`src/verilog/vsaCtrlPkg.sv`:
```
// controller micro-architecture definitions
// sequencer states and the ALU operation handed from core to ALU
package vsaCtrlPkg;

    // one pass per instruction, five clocks
    typedef enum logic [2:0] {
        sFetch     = 3'd0,
        sDecode    = 3'd1,
        sExecute   = 3'd2,
        sMemory    = 3'd3,
        sWriteBack = 3'd4
    } stateT;

    // function ops plus pass for unused opcodes
    typedef enum logic [3:0] {
        opAdd, opSub, opAnd, opOr,
        opXor, opNot, opSrl, opSra,
        opPass
    } aluOpT;

endpackage

```
`src/verilog/vsaIsaPkg.sv`:
```
// instruction-set definitions of the VSA 12-bit processor
// widths, opcode and function enums, instruction field positions
package vsaIsaPkg;

    localparam int dataWidth    = 5;   // register and data bus
    localparam int addrWidth    = 5;   // pc and data address
    localparam int instrWidth   = 12;
    localparam int regAddrWidth = 2;   // R0..R3

    localparam int pcStep = 2;         // pc increment per instruction

    typedef logic [dataWidth-1:0]    dataT;
    typedef logic [addrWidth-1:0]    addrT;
    typedef logic [instrWidth-1:0]   instrT;
    typedef logic [regAddrWidth-1:0] regAddrT;

    // codes 6 and 7 left free, executed as no-ops
    typedef enum logic [2:0] {
        lw    = 3'd0,
        sw    = 3'd1,
        beqz  = 3'd2,
        aluOp = 3'd3,   // R-format, function field picks the op
        addi  = 3'd4,
        subi  = 3'd5
    } opcodeT;

    typedef enum logic [2:0] {
        fAdd, fSub, fAnd, fOr, fXor, fNot, fSrl, fSra
    } functT;

    // field positions, msb and lsb
    localparam int opcodeHi = 11, opcodeLo = 9;
    localparam int src1Hi   = 8;  // source1
    localparam int src1Lo   = 7;
    localparam int src2Hi   = 6;  // source2, also I-format dest
    localparam int src2Lo   = 5;
    localparam int dstHi    = 4;  // R-format only
    localparam int dstLo    = 3;
    localparam int functHi  = 2;
    localparam int functLo  = 0;
    localparam int immHi    = 4;  // overlaps dst and funct
    localparam int immLo    = 0;

endpackage
```
`src/verilog/aluIf.sv`:
```
// ALU bus: operands and op from the core, result back
`timescale 1ns/1ps

interface aluIf;

    vsaIsaPkg::dataT   opA;
    vsaIsaPkg::dataT   opB;
    vsaCtrlPkg::aluOpT op;
    vsaIsaPkg::dataT   result;  // combinational, latched in core

    modport core (
        output opA, opB, op,
        input  result
    );

    modport alu (
        input  opA, opB, op,
        output result
    );

endinterface

```
`src/verilog/regFileIf.sv`:
```
// register file bus: two read ports, one write port
`timescale 1ns/1ps

interface regFileIf;

    vsaIsaPkg::regAddrT rdAddr1;  // source1 field
    vsaIsaPkg::regAddrT rdAddr2;  // source2 field
    vsaIsaPkg::dataT    rdData1;
    vsaIsaPkg::dataT    rdData2;

    logic               wrEn;     // sampled at rising edge
    vsaIsaPkg::regAddrT wrAddr;   // addr 0 ignored by regs
    vsaIsaPkg::dataT    wrData;

    modport core (
        output rdAddr1, rdAddr2, wrEn, wrAddr, wrData,
        input  rdData1, rdData2
    );

    modport regs (
        input  rdAddr1, rdAddr2, wrEn, wrAddr, wrData,
        output rdData1, rdData2
    );

endinterface

```
`src/verilog/vsaTop.sv`:
```
// VSA top level: core, register file and ALU on internal buses
// instruction and data memory sit outside on plain ports
`timescale 1ns/1ps

module vsaTop #(
    parameter vsaIsaPkg::addrT resetPc = '0
) (
    input  logic             clock,
    input  logic             rstN,
    output vsaIsaPkg::addrT  pc,           // instruction memory address
    input  vsaIsaPkg::instrT instruction,  // valid by end of fetch
    output vsaIsaPkg::addrT  dataAddr,
    input  vsaIsaPkg::dataT  dataIn,       // valid by end of memory state
    output vsaIsaPkg::dataT  dataOut,
    output logic             wr            // store strobe
);

    regFileIf rfBus ();
    aluIf     aluBus ();

    vsaCore #(
        .resetPc     (resetPc)
    ) core (
        .clock       (clock),
        .rstN        (rstN),
        .pc          (pc),
        .instruction (instruction),
        .dataAddr    (dataAddr),
        .dataIn      (dataIn),
        .dataOut     (dataOut),
        .wr          (wr),
        .rf          (rfBus.core),
        .alu         (aluBus.core)
    );

    vsaRegFile regFile (
        .clock (clock),
        .rstN  (rstN),
        .rf    (rfBus.regs)
    );

    // purely combinational
    vsaAlu alu (
        .alu (aluBus.alu)
    );

endmodule

```
`src/verilog/vsaCore.sv`:
```
// VSA core: five-state sequencer, IR/NPC/A/B/ALU-out/cond/LMD latches,
// opcode decode, operand select, branch decision, memory port drive
`timescale 1ns/1ps

module vsaCore #(
    parameter vsaIsaPkg::addrT resetPc = '0  // first fetch address
) (
    input  logic              clock,
    input  logic              rstN,
    output vsaIsaPkg::addrT   pc,           // instruction address
    input  vsaIsaPkg::instrT  instruction,
    output vsaIsaPkg::addrT   dataAddr,
    input  vsaIsaPkg::dataT   dataIn,
    output vsaIsaPkg::dataT   dataOut,
    output logic              wr,           // data memory write strobe
    regFileIf.core            rf,
    aluIf.core                alu
);

    vsaCtrlPkg::stateT state;
    vsaCtrlPkg::stateT stateNext;

    vsaIsaPkg::instrT ir;
    vsaIsaPkg::addrT  npc;     // pc + 2
    vsaIsaPkg::dataT  a;       // source1 value
    vsaIsaPkg::dataT  b;       // source2 value
    vsaIsaPkg::dataT  aluOut;  // address, result or branch target
    logic             cond;    // taken branch
    vsaIsaPkg::dataT  lmd;     // load data

    // IR fields
    vsaIsaPkg::opcodeT  opcode;
    vsaIsaPkg::functT   funct;
    vsaIsaPkg::regAddrT src1;
    vsaIsaPkg::regAddrT src2;
    vsaIsaPkg::regAddrT dst;
    vsaIsaPkg::dataT    imm;   // zero-extended

    logic memRef;
    logic regRegAlu;
    logic regImmAlu;
    logic branch;
    logic isLoad;

    assign opcode = vsaIsaPkg::opcodeT'(ir[vsaIsaPkg::opcodeHi:vsaIsaPkg::opcodeLo]);
    assign funct  = vsaIsaPkg::functT'(ir[vsaIsaPkg::functHi:vsaIsaPkg::functLo]);
    assign src1   = ir[vsaIsaPkg::src1Hi:vsaIsaPkg::src1Lo];
    assign src2   = ir[vsaIsaPkg::src2Hi:vsaIsaPkg::src2Lo];
    assign dst    = ir[vsaIsaPkg::dstHi:vsaIsaPkg::dstLo];
    assign imm    = vsaIsaPkg::dataT'(ir[vsaIsaPkg::immHi:vsaIsaPkg::immLo]);

    // instruction classes
    assign isLoad    = (opcode == vsaIsaPkg::lw);
    assign memRef    = isLoad || (opcode == vsaIsaPkg::sw);
    assign regRegAlu = (opcode == vsaIsaPkg::aluOp);
    assign regImmAlu = (opcode == vsaIsaPkg::addi) || (opcode == vsaIsaPkg::subi);
    assign branch    = (opcode == vsaIsaPkg::beqz);

    // sequencer, strictly cyclic
    always_comb begin
        case (state)
            vsaCtrlPkg::sFetch:   stateNext = vsaCtrlPkg::sDecode;
            vsaCtrlPkg::sDecode:  stateNext = vsaCtrlPkg::sExecute;
            vsaCtrlPkg::sExecute: stateNext = vsaCtrlPkg::sMemory;
            vsaCtrlPkg::sMemory:  stateNext = vsaCtrlPkg::sWriteBack;
            default:              stateNext = vsaCtrlPkg::sFetch;
        endcase
    end

    always_ff @(posedge clock or negedge rstN) begin
        if (!rstN)
            state <= vsaCtrlPkg::sFetch;
        else
            state <= stateNext;
    end

    // ALU op from opcode and function field
    always_comb begin
        case (opcode)
            vsaIsaPkg::lw, vsaIsaPkg::sw, vsaIsaPkg::beqz, vsaIsaPkg::addi:
                alu.op = vsaCtrlPkg::opAdd;   // address, target, ADDI
            vsaIsaPkg::subi:
                alu.op = vsaCtrlPkg::opSub;
            vsaIsaPkg::aluOp: begin
                case (funct)
                    vsaIsaPkg::fAdd: alu.op = vsaCtrlPkg::opAdd;
                    vsaIsaPkg::fSub: alu.op = vsaCtrlPkg::opSub;
                    vsaIsaPkg::fAnd: alu.op = vsaCtrlPkg::opAnd;
                    vsaIsaPkg::fOr:  alu.op = vsaCtrlPkg::opOr;
                    vsaIsaPkg::fXor: alu.op = vsaCtrlPkg::opXor;
                    vsaIsaPkg::fNot: alu.op = vsaCtrlPkg::opNot;
                    vsaIsaPkg::fSrl: alu.op = vsaCtrlPkg::opSrl;
                    default:         alu.op = vsaCtrlPkg::opSra;
                endcase
            end
            default:
                alu.op = vsaCtrlPkg::opPass;  // codes 6, 7
        endcase
    end

    // operand select
    // branch target is NPC + imm[3:0] * 2
    assign alu.opA = branch ? vsaIsaPkg::dataT'(npc) : a;
    always_comb begin
        if (regRegAlu)
            alu.opB = b;
        else if (branch)
            alu.opB = imm << 1;  // top imm bit drops out
        else
            alu.opB = imm;       // LW, SW, ADDI, SUBI
    end

    // per-state latches
    always_ff @(posedge clock or negedge rstN) begin
        if (!rstN) begin
            pc     <= resetPc;
            npc    <= '0;
            ir     <= '0;
            a      <= '0;
            b      <= '0;
            aluOut <= '0;
            cond   <= 1'b0;
            lmd    <= '0;
        end else begin
            case (state)
                vsaCtrlPkg::sFetch: begin
                    ir  <= instruction;
                    npc <= pc + vsaIsaPkg::addrT'(vsaIsaPkg::pcStep);
                end
                vsaCtrlPkg::sDecode: begin
                    a <= rf.rdData1;
                    b <= rf.rdData2;
                end
                vsaCtrlPkg::sExecute: begin
                    aluOut <= alu.result;
                    cond   <= branch && (a == '0);  // BEQZ tests A only
                end
                vsaCtrlPkg::sMemory: begin
                    if (isLoad)
                        lmd <= dataIn;
                    pc <= cond ? vsaIsaPkg::addrT'(aluOut) : npc;
                end
                default: ;  // write-back goes through rf
            endcase
        end
    end

    // register reads straight from IR fields
    assign rf.rdAddr1 = src1;
    assign rf.rdAddr2 = src2;

    // write-back, R-format to dst, I-format to src2
    assign rf.wrEn   = (state == vsaCtrlPkg::sWriteBack) && (regRegAlu || regImmAlu || isLoad);
    assign rf.wrAddr = regRegAlu ? dst : src2;
    assign rf.wrData = isLoad ? lmd : aluOut;

    // data memory side
    assign dataAddr = vsaIsaPkg::addrT'(aluOut);
    assign dataOut  = b;
    assign wr       = (state == vsaCtrlPkg::sMemory) && memRef && !isLoad;

    // store strobe only in sMemory, the clock right after execute
    assert property (@(posedge clock) disable iff (!rstN)
        wr |-> $past(state) == vsaCtrlPkg::sExecute)
        else $error("wr outside sMemory");

    assert property (@(posedge clock) disable iff (!rstN)
        state inside {vsaCtrlPkg::sFetch, vsaCtrlPkg::sDecode, vsaCtrlPkg::sExecute,
                      vsaCtrlPkg::sMemory, vsaCtrlPkg::sWriteBack})
        else $error("illegal state %0d", state);

    // same source twice means A and B hold the same register value
    assert property (@(posedge clock) disable iff (!rstN)
        (src1 == src2) && state inside {vsaCtrlPkg::sExecute, vsaCtrlPkg::sMemory,
                                        vsaCtrlPkg::sWriteBack} |-> a == b)
        else $error("A/B mismatch for equal source fields");

endmodule

```
`src/verilog/vsaAlu.sv`:
```
// combinational ALU, 5-bit wraparound arithmetic
// add, sub, logic ops, not, one-bit logical and arithmetic right shift
`timescale 1ns/1ps

module vsaAlu (
    aluIf.alu alu
);

    vsaIsaPkg::dataT srlRes;
    vsaIsaPkg::dataT sraRes;

    assign srlRes = alu.opA >> 1;                               // msb fills 0
    assign sraRes = vsaIsaPkg::dataT'($signed(alu.opA) >>> 1);  // msb kept

    always_comb begin
        case (alu.op)
            vsaCtrlPkg::opAdd:
                alu.result = alu.opA + alu.opB;  // carry dropped
            vsaCtrlPkg::opSub:
                alu.result = alu.opA - alu.opB;
            vsaCtrlPkg::opAnd:
                alu.result = alu.opA & alu.opB;
            vsaCtrlPkg::opOr:
                alu.result = alu.opA | alu.opB;
            vsaCtrlPkg::opXor:
                alu.result = alu.opA ^ alu.opB;
            vsaCtrlPkg::opNot:
                alu.result = ~alu.opA;           // opB unused
            vsaCtrlPkg::opSrl:
                alu.result = srlRes;
            vsaCtrlPkg::opSra:
                alu.result = sraRes;
            default:
                alu.result = alu.opA;            // pass, no-op opcodes
        endcase
    end

endmodule

```
`src/verilog/vsaRegFile.sv`:
```
// register file: R1..R3 writable, R0 hard-wired to zero
// two asynchronous read ports, one synchronous write port
`timescale 1ns/1ps

module vsaRegFile (
    input  logic   clock,
    input  logic   rstN,
    regFileIf.regs rf
);

    vsaIsaPkg::dataT regs [1:3];  // no storage behind R0

    // read mux, zero for index 0
    function automatic vsaIsaPkg::dataT readReg(input vsaIsaPkg::regAddrT addr);
        vsaIsaPkg::dataT val;
        if (addr == '0)
            val = '0;
        else
            val = regs[addr];
        return val;
    endfunction

    assign rf.rdData1 = readReg(rf.rdAddr1);
    assign rf.rdData2 = readReg(rf.rdAddr2);

    always_ff @(posedge clock or negedge rstN) begin
        if (!rstN) begin
            for (int i = 1; i <= 3; i++)
                regs[i] <= '0;
        end else if (rf.wrEn && rf.wrAddr != '0) begin  // R0 writes dropped
            regs[rf.wrAddr] <= rf.wrData;
        end
    end

    // R0 must stay zero through any write sequence
    assert property (@(posedge clock) disable iff (!rstN)
        ((rf.rdAddr1 == '0) -> (rf.rdData1 == '0)) &&
        ((rf.rdAddr2 == '0) -> (rf.rdData2 == '0)))
        else $error("R0 read returned nonzero");

endmodule

```
`config.mk`:
```
export PLATFORM = sky130hd
export DESIGN_NAME = vsaTop
export DESIGN_NICKNAME = d
export VERILOG_FILES = /design/src/verilog/vsaCtrlPkg.sv /design/src/verilog/vsaIsaPkg.sv /design/src/verilog/aluIf.sv /design/src/verilog/regFileIf.sv /design/src/verilog/vsaTop.sv /design/src/verilog/vsaCore.sv /design/src/verilog/vsaAlu.sv /design/src/verilog/vsaRegFile.sv
export SDC_FILE = /design/constraint.sdc
export NUM_CORES = 1
export LEC_CHECK = 0
export ABC_CLOCK_PERIOD_IN_PS = 3800
export BUFFER_PORTS_ARGS = -buffer_cell sky130_fd_sc_hd__buf_2
export CAP_MARGIN = 10
export CORE_MARGIN = 5
export CORE_UTILIZATION = 59
export CTS_BUF_LIST = sky130_fd_sc_hd__clkbuf_4 sky130_fd_sc_hd__clkbuf_8 sky130_fd_sc_hd__clkbuf_16
export DETAILED_ROUTE_END_ITERATION = 8
export PLACE_DENSITY_LB_ADDON = 0.08
export RECOVER_POWER = 50
export SYNTH_ARGS = -nofsm -noshare
export SYNTH_HDL_FRONTEND = slang
export SYNTH_SLANG_ARGS = --single-unit
```
`constraint.sdc`:
```
create_clock -name clock -period 3.8 [get_ports clock]
set_clock_uncertainty 0.2 [all_clocks]
set_input_delay 0.38 -clock clock [delete_from_list [all_inputs] [get_ports clock]]
set_output_delay 0.38 -clock clock [all_outputs]
set_load 0.02 [all_outputs]
```
==> results of run 1 <==
==> layer usage <==
metal / track usage / wire length (um)
met3: 0.0512 / 419
met1: 0.313 / 3840
met2: 0.403 / 4330
met5: 0 / 0
met4: 0.0714 / 147
==> synth_stat cells (all sizes together) <==
master	instances
o21ai	15
ha	17
nor3b	6
mux2i	11
a31oi	3
o22ai	4
nor4b	4
xnor2	7
buf	5
nand3	6
o32ai	1
nand4	2
a22oi	13
nor4bb	2
o221ai	2
nand2b	3
and2	1
clkbuf	14
o21a	2
xor2	3
a21oi	23
a221oi	1
o31ai	2
a21o	2
nand3b	3
or4	1
nand4b	1
dfrtp	61
nor3	2
a211oi	1
nor4	1
inv	15
o211ai	1
nand2	27
nor2b	4
nor2	26
fa	1
and2b	1
and3	1
mux2	54
==> critical path: stages (launching register included) <==
cell,delay [ns]
dfrtp_1,0.36
buf_4,0.19
and2b_4,0.23
and3_1,0.18
a21oi_1,0.19
ha_1,0.27
mux2_2,0.29
fa_1,0.43
inv_1,0.07
a21o_1,0.11
a21oi_1,0.08
xnor2_1,0.15
or4_1,0.47
nand3_1,0.09
==> through the flow <==
step	power, W	hold WS, ns	cells	setup WS, ns
4_1_cts	0.00245	0.0665	464	0.445
5_1_grt	0.00257	0.0544	464	0.268
2_1_floorplan	0.00151	-0.116	349	0.548
3_3_place_gp	0.00176	0.279	448	0.586
6_report	0.00243	0.0679	464	0.428
3_5_place_dp	0.00179	0.295	448	0.462
==> final timing paths <==
| check | to | cells past startpoint | slack, ns |
|---|---|---|---|
| max in group asynchronous | core.dataAddr[4] | 3 | 1.12 |
| hold reg to reg | core.lmd[2] | 1 | 0.31 |
| min in group asynchronous | core.pc[2] | 2 | 0.93 |
| setup / recovery | core.dataAddr[4] | 13 | 0.43 |
| hold / removal | core.ir[11] | 3 | 0.07 |
| setup reg to reg | core.dataAddr[4] | 13 | 0.43 |
==> flip-flops by register name, summed over array words and instances (netlist names) <==
signal / cells
core.cond: 1
core.state: 3
core.a: 5
core.pc: 5
core.ir: 12
core.npc: 5
core.dataAddr: 5
core.lmd: 5
core.dataOut: 5
regFile.regs: 15
==> final cells by class <==
class,instances,area (um^2),share of cell area
clock buffer,12,159,0.0386
clock inverter,3,68.8,0.0167
inverter,15,56.3,0.0137
multi-input combinational,254,1990,0.483
sequential,61,1530,0.371
tap,75,93.8,0.0228
timing repair buffer,44,224,0.0544
==> where the power goes <==
| part | internal, W | leakage (nW) | switching [W] |
|---|---|---|---|
| combinational | 0.000344 | 0.970 | 0.000423 |
| sequential | 0.000819 | 0.755 | 0.000177 |
| clock | 0.000410 | 0.116 | 0.000255 |
| total | 0.00157 | 1.84 | 0.000855 |
==> kinds of logic after synthesis <==
family          count (synthesis)  synth area share
compound gates                 70             0.117
xor+xnor                       10            0.0240
fa+ha+maj                      18            0.0637
buf+inv                        34            0.0380
flops                          61             0.418
mux                            65             0.205
simple gates                   91             0.135
==> impl_metrics.csv, run 1 <==
group,metric,value,unit
layout,fill_cells,496,
outcome,outcome,"finished, violations left",
timing,fin_setup_tns,0,ns
yosys,syn-num-nets,386,
timing,worst-slew-pin-transition,1.96,ns
floorplan,start_util,0.613,
timing,fmax,0.297,GHz
routing,vias,2816,
timing,rsz0062_at_grt,"false",
grt,grt-ovfl-total,0,
cts,cts_max_level,3,
routing,avgRoutedWirePerCell,18.8,um
yosys,synthDistinctLibCells,50,
cts,clock-sinks,61,
cts,clock_latency,0.34,ns
power_and_ir_drop,power.density,590,mW/mm^2
timing,fin_crit_sh,0.887,
yosys,synth-seq-cells,61,
worst_setup_path,timing.rr.start,"core.ir[11]",
placement,routabilityCongestion,0.952,
timing,setup_violations,0,
floorplan,io_pins,35,
routing,drt_iter0_drc,188,
hold_path,hold_start,"instruction[11]",
cts,cts_tree,"done",
layout,mostFrequentLayoutCells,"61 x dfrtp_1, 37 x mux2_2, 27 x nand2_1",
yosys,ys_warn_count,0,
layout,diodes,0,
layout,syn_to_final_growth,12.8,%
timing,min_period,3.37,ns
placement,portBuffers,34,
placement,post_dp_cell_area,0.00391,mm^2
power_and_ir_drop,p_leak,1.84,nW
cts,ctsResizeCount,0,
outcome,violations,"max-capacitance violations, max-slew violations",
worst_setup_path,startpoint_type,"flip-flop",
yosys,synth.top_cell.area_share,0.418,
grt,grt_pass1_vias,2836,
floorplan,coreArea,0.00596,mm^2
yosys,synth_area,0.00365,mm^2
worst_setup_path,crit_fanout,11,
yosys,synth_top_cell_by_area,"dfrtp_1",
floorplan,die_w,88.7,um
layout,stdcell_area,0.00412,mm^2
cts,hold_buffers,1,
worst_setup_path,required,3.87,ns
placement,place_hpwl,6450,um
grt,grt_start_max_net_pins,38,
cts,clockRootBuffer,"clkbuf_8",
routing,via_per_inst,6.07,
timing,relSlewSlack,-0.305,
routing,wirelength,8740,um
grt,grt_pass1_wl,14200,um
worst_setup_path,path_class,"flip-flop to flip-flop",
timing,hold_viol,0,
cts,numCtsBuffers,9,
worst_setup_path,cp-end-kind,"flip-flop",
routing,postRouteAntennaNets,0,
worst_setup_path,crit_start,"core.ir[11]",
layout,final_common_cell,"dfrtp_1",
worst_setup_path,critPathArrivalTime,3.44,ns
routing,drt_pass1_iterations,5,
routing,drcViolationCount,0,
hold_path,min_path_type,"input pin to flip-flop",
floorplan,num_rows,28,
layout,drive_gt1_frac,0.226,
layout,fin_util,0.692,
cts,clock_path_buffers,2,
grt,grt_util_all_layers,0.240,
layout,nNetsFinal,422,
floorplan,die-height,88.7,um
job,maxCapViolations,1,
yosys,synthTopCellsByArea,"dfrtp_1 42%, mux2_2 11%, ha_1 5.8%",
yosys,synth_cells,349,
yosys,syn_avg_cell_area,10.5,um^2
floorplan,die-area,0.00786,mm^2
grt,antenna_found_initial,0,
timing,drv_slew,38,
cts,cts.clk_slew.worst_paths,0.06,ns
power_and_ir_drop,ir_drop,0.376,mV
yosys,ys_seq_area_frac,0.418,
cts,cts_setup_buffers,0,
Note: power is estimated with default switching activity, not from simulation.
==> inputs of run 2 (changes only) <==
Settings changed: ABC_CLOCK_PERIOD_IN_PS 3800 to 3100, CORE_UTILIZATION 59 to 54.
Clock period 3.8 ns to 3.1 ns, I/O delays scaled along.
==> run 2 against run 1 <==
Effect of this change:
- the flow now finishes without violations
- final area rose by 6.1%
- fmax rose by 12%
- non-clock buffer count increased by 27
- critical path depth is 1 lower
- clock power shrank 6.6%
- clock-buffer cell count fell by 2
- sequential power is 22% higher
- combinational power up 28%
- first-iteration DRC count fell by 23%
- routed wire length is 1.5% higher
- sequential share of layout area shrank 2.1 points
- largest power group unchanged
==> impl_metrics.csv, run 2 (synthesis gave the netlist of run 1 again) <==
group,metric,value,unit
outcome,outcome,"complete, no violations",
timing,fin_ws,0.0777,ns
timing,fin_setup_tns,0,ns
routing,drt_pass1_iterations,4,
power_and_ir_drop,power.density,645,mW/mm^2
cts,clock_path_buffers,2,
power_and_ir_drop,finalPower,0.00282,W
layout,syn_to_final_growth,19.7,%
floorplan,io_pins,35,
timing,worst-slew-pin-transition,1.47,ns
layout,mostFrequentLayoutCells,"60 x dfrtp_1, 35 x mux2_2, 27 x nand2_1",
routing,via_per_inst,5.76,
worst_setup_path,cp-end-kind,"flip-flop",
power_and_ir_drop,p_leak,1.96,nW
routing,avgRoutedWirePerCell,17.8,um
worst_setup_path,critPathArrivalTime,3.10,ns
floorplan,num_rows,30,
worst_setup_path,r2r_setup_slack,0.08,ns
timing,min_period,3.02,ns
routing,vias,2864,
hold_path,min_to,"core.ir[0]",
timing,rsz0062_at_grt,"true",
cts,clock-sinks,61,
grt,grt_pass1_vias,2934,
layout,largest_register_ffs,15,
layout,nNetsFinal,449,
layout,stdcell_area,0.00437,mm^2
worst_setup_path,timing.rr.start,"core.ir[11]",
grt,grt_start_max_net_pins,62,
timing,setup_violations,0,
floorplan,die-area,0.00851,mm^2
layout,drive_gt1_frac,0.273,
worst_setup_path,startpoint_type,"flip-flop",
floorplan,coreArea,0.00668,mm^2
timing,hold_viol,0,
timing,relSlewSlack,0.0184,
grt,grt-ovfl-total,0,
cts,clock_latency,0.34,ns
cts,clockRootBuffer,"clkbuf_8",
cts,numCtsBuffers,9,
hold_path,holdPathStages,2,
placement,portBuffers,34,
grt,antenna_found_initial,0,
worst_setup_path,required,3.18,ns
layout,fill_cells,573,
grt,grt_pass1_wl,14700,um
timing,fmax,0.331,GHz
grt,grt_util_all_layers,0.223,
timing,drv_slew,0,
layout,diodes,0,
worst_setup_path,reg2reg_to,"core.dataAddr[4]",
placement,pre_cts_slack,0.0546,ns
hold_path,min_path_type,"input pin to flip-flop",
job,maxCapViolations,0,
routing,wirelength,8870,um
layout,reg.largest.list,"regFile.regs (15), core.ir (12)",
floorplan,die_w,92.2,um
cts,cts.clk_slew.worst_paths,0.07,ns
power_and_ir_drop,ir_drop,0.393,mV
routing,drcViolationCount,0,
routing,drt_iter0_drc,144,
floorplan,die-height,92.2,um
placement,place_hpwl,6470,um
worst_setup_path,reg2reg_depth,12,
cts,cts_max_level,3,
placement,routabilityCongestion,0.899,
floorplan,start_util,0.546,
worst_setup_path,crit_fanout,5,
placement,post_dp_cell_area,0.00400,mm^2
timing,fin_crit_sh,0.975,
layout,final_common_cell,"dfrtp_1",
cts,cts_tree,"done",
hold_path,hold_start,"instruction[0]",
layout,fin_util,0.654,
routing,postRouteAntennaNets,0,
layout,regMostFlops,"regFile.regs",
worst_setup_path,path_class,"flip-flop to flip-flop",
## run 2: where the power goes
part	switching [W]	internal [W]
registers	0.000213	0.00100
clock network	0.000325	0.000297
logic	0.000519	0.000462
## run 2: per-layer routing
metal / up-vias / GRT usage / wire length, um
met3: 25 / 0.0435 / 259
met5: - / 0 / 0
met1: 1404 / 0.294 / 4020
li1: 1376 / - / -
met2: 59 / 0.352 / 4280
met4: 0 / 0.104 / 312
## run 2: what timing repair did
item                                   in CTS  in global routing
resized for setup                           0                 11
hold buffers                               16                  0
buffers inserted                            0                  2
setup endpoints to repair                   0                  1
endpoints found under the hold margin      76                  0
## run 2: final cells by class
type	instances	area, um^2	share of cell area
Multi-Input combinational cell	254	2040	0.467
Sequential cell	61	1530	0.350
Timing Repair Buffer	71	473	0.108
Clock buffer	10	131	0.0301
Tap cell	80	100	0.0229
Inverter	15	56.3	0.0129
Clock inverter	6	40.0	0.00916
## run 2: worst max path at each step
| stage | slack, ns | startpoint | depth (start not counted) | endpoint |
|---|---|---|---|---|
| finish | 0.08 | core.ir[11] | 12 | core.dataAddr[4] |
| global route | -0.02 | core.ir[9] | 12 | core.dataAddr[4] |
| CTS | 0.04 | core.ir[10] | 12 | core.dataAddr[4] |
| detailed placement | 0.05 | core.ir[10] | 12 | core.dataAddr[4] |
| global placement | 0.13 | core.ir[9] | 12 | core.dataAddr[4] |
| floorplan | 0.03 | core.ir[9] | 14 | core.dataAddr[4] |
## run 2: critical path: stages, from the launching register on
cell and delay (ns):
dfrtp_1 0.39, and2b_4 0.28, and3_4 0.19, a21oi_2 0.04
ha_1 0.29, mux2_4 0.29, fa_2 0.37, inv_1 0.07
a21o_1 0.10, a21oi_1 0.07, xnor2_1 0.14, or4_1 0.47
nand3_1 0.07
## run 2: per-stage QoR
| stage | hold WS [ns] | instances |
|---|---|---|
| after floorplan | -0.186 | 349 |
| after global placement | 0.286 | 463 |
| after detailed placement | 0.292 | 463 |
| after CTS | 0.00155 | 495 |
| after global routing | 0.0112 | 497 |
| final | 0.00975 | 497 |
==> inputs of run 3 (changes only) <==
Settings changed: HOLD_SLACK_MARGIN set to 0.15.
==> run 3 against run 2 <==
Effect of this change:
- non-clock buffer count increased by 3
- final cell count increased by 0.60%
- critical path depth unchanged
- sequential power is essentially flat
- global-route usage is essentially flat
==> impl_metrics.csv, run 3 (synthesis gave the netlist of run 1 again) <==
group,metric,value,unit
outcome,outcome,"complete, no violations",
hold_path,min_to,"core.pc[0]",
grt,antenna_found_initial,0,
layout,nNetsFinal,452,
hold_path,hold_start,"core.pc[0]",
cts,numCtsBuffers,9,
routing,avgRoutedWirePerCell,17.8,um
layout,fill_cells,565,
timing,drv_slew,0,
power_and_ir_drop,p_seq_frac,0.430,
grt,grt-ovfl-total,0,
worst_setup_path,reg2reg_to,"core.dataAddr[4]",
job,maxCapViolations,0,
timing,worst_hold_slack,0.310,ns
routing,postRouteAntennaNets,0,
floorplan,coreArea,0.00668,mm^2
timing,hold_viol,0,
cts,cts.clk_slew.worst_paths,0.07,ns
power_and_ir_drop,p_leak,1.97,nW
cts,cts_max_level,3,
power_and_ir_drop,power.internal,0.00177,W
floorplan,num_rows,30,
worst_setup_path,cp-end-kind,"flip-flop",
timing,fmax,0.327,GHz
layout,final_common_cell,"dfrtp_1",
floorplan,start_util,0.546,
power_and_ir_drop,clkPwrFrac,0.219,
power_and_ir_drop,p_comb_frac,0.351,
grt,grt_start_max_net_pins,62,
cts,cts_tree,"done",
placement,routabilityCongestion,0.899,
cts,clock_latency,0.34,ns
layout,reg.largest.list,"regFile.regs (15), core.ir (12)",
routing,via_per_inst,5.74,
worst_setup_path,critPathArrivalTime,3.13,ns
placement,portBuffers,34,
power_and_ir_drop,power.density,642,mW/mm^2
timing,setup_violations,0,
timing,min_period,3.05,ns
layout,regMostFlops,"regFile.regs",
worst_setup_path,startpoint_type,"flip-flop",
cts,clock-sinks,61,
floorplan,io_pins,35,
routing,drt_iter0_drc,135,
worst_setup_path,r2r_setup_slack,0.05,ns
timing,fin_crit_sh,0.985,
routing,wirelength,8910,um
routing,vias,2872,
hold_path,holdPathStages,2,
layout,syn_to_final_growth,20.7,%
layout,largest_register_ffs,15,
layout,diodes,0,
power_and_ir_drop,finalPower,0.00283,W
worst_setup_path,reg2reg_depth,12,
grt,grt_util_all_layers,0.223,
worst_setup_path,path_class,"flip-flop to flip-flop",
power_and_ir_drop,swShare,0.375,
layout,drive_gt1_frac,0.276,
timing,worst-slew-pin-transition,1.48,ns
floorplan,die_w,92.2,um
worst_setup_path,crit_fanout,5,
routing,drt_pass1_iterations,4,
worst_setup_path,timing.rr.start,"core.ir[11]",
power_and_ir_drop,ir_drop,0.391,mV
cts,clock_path_buffers,2,
grt,grt_pass1_vias,2933,
hold_path,min_path_type,"flip-flop to flip-flop",
floorplan,die-height,92.2,um
worst_setup_path,required,3.18,ns
cts,clockRootBuffer,"clkbuf_8",
grt,grt_pass1_wl,14700,um
placement,place_hpwl,6470,um
power_and_ir_drop,power.switching,0.00106,W
timing,relSlewSlack,0.0162,
layout,mostFrequentLayoutCells,"60 x dfrtp_1, 35 x mux2_2, 27 x nand2_1",
routing,drcViolationCount,0,
floorplan,die-area,0.00851,mm^2
run 3: cell count changes in the layout (fill, tap and decap cells not counted), sizes merged:
cell         change
buf              +1
dlygate4sd3      +2
run 3: worst max-delay path by stage:
stage | from | end | slack (ns) | depth (start not counted)
after floorplan | core.ir[9] | core.dataAddr[4] | 0.03 | 14
after global placement | core.ir[9] | core.dataAddr[4] | 0.13 | 12
after detailed placement | core.ir[10] | core.dataAddr[4] | 0.05 | 12
after CTS | core.ir[10] | core.dataAddr[4] | 0.04 | 12
after global routing | core.ir[11] | core.dataAddr[4] | -0.03 | 12
final | core.ir[11] | core.dataAddr[4] | 0.05 | 12
run 3: power groups by stage:
stage / clock (W) / combinational (W) / sequential [W]
floorplan: 0 / 0.000615 / 0.00124
global placement: 0 / 0.000931 / 0.00122
detailed placement: 0 / 0.000959 / 0.00123
CTS: 0.000642 / 0.000982 / 0.00121
global route: 0.000680 / 0.00110 / 0.00124
finish: 0.000620 / 0.000993 / 0.00122
run 3: per-layer routing:
| metal | routed length (um) | GRT usage | vias to the layer above | part of all wire |
|---|---|---|---|---|
| met5 | 0 | 0 | - | 0 |
| met1 | 4030 | 0.295 | 1400 | 0.45 |
| li1 | - | - | 1383 | - |
| met2 | 4310 | 0.351 | 62 | 0.48 |
| met4 | 299 | 0.104 | 0 | 0.034 |
| met3 | 267 | 0.0435 | 27 | 0.030 |
run 3: critical path, stage by stage (launching register included):
cell,delay [ns]
dfrtp_1,0.39
and2b_4,0.28
and3_4,0.20
a21oi_4,0.04
ha_1,0.29
mux2_4,0.29
fa_2,0.37
inv_1,0.07
a21o_1,0.12
a21oi_2,0.06
xnor2_1,0.14
or4_1,0.47
nand3_1,0.07
run 3: per-stage QoR:
stage                     setup TNS (ns)  setup slack (ns)  instances  instance area [um^2]   util
final                                  0            0.0457        500                  4410  0.660
after global routing             -0.0350           -0.0350        500                  4410  0.660
after CTS                              0            0.0374        497                  4350  0.651
after detailed placement               0            0.0546        463                  4000  0.598
after global placement                 0             0.126        463                  4000  0.598
after floorplan                        0            0.0266        349                  3670      -
run 3: area by class of cell:
type	instances	area [um^2]	area share
multi-input combinational	254	2050	0.466
sequential	61	1530	0.347
timing repair buffer	74	500	0.114
clock buffer	10	131	0.0298
tap	80	100	0.0227
inverter	15	56.3	0.0128
clock inverter	6	40.0	0.00908
run 3: what timing repair did:
item | 4_1_cts | 5_1_grt
endpoints found under the hold margin | 78 | 0
buffers inserted | 0 | 3
resized for setup | 0 | 13
hold buffers | 18 | 0
setup endpoints to repair | 0 | 1
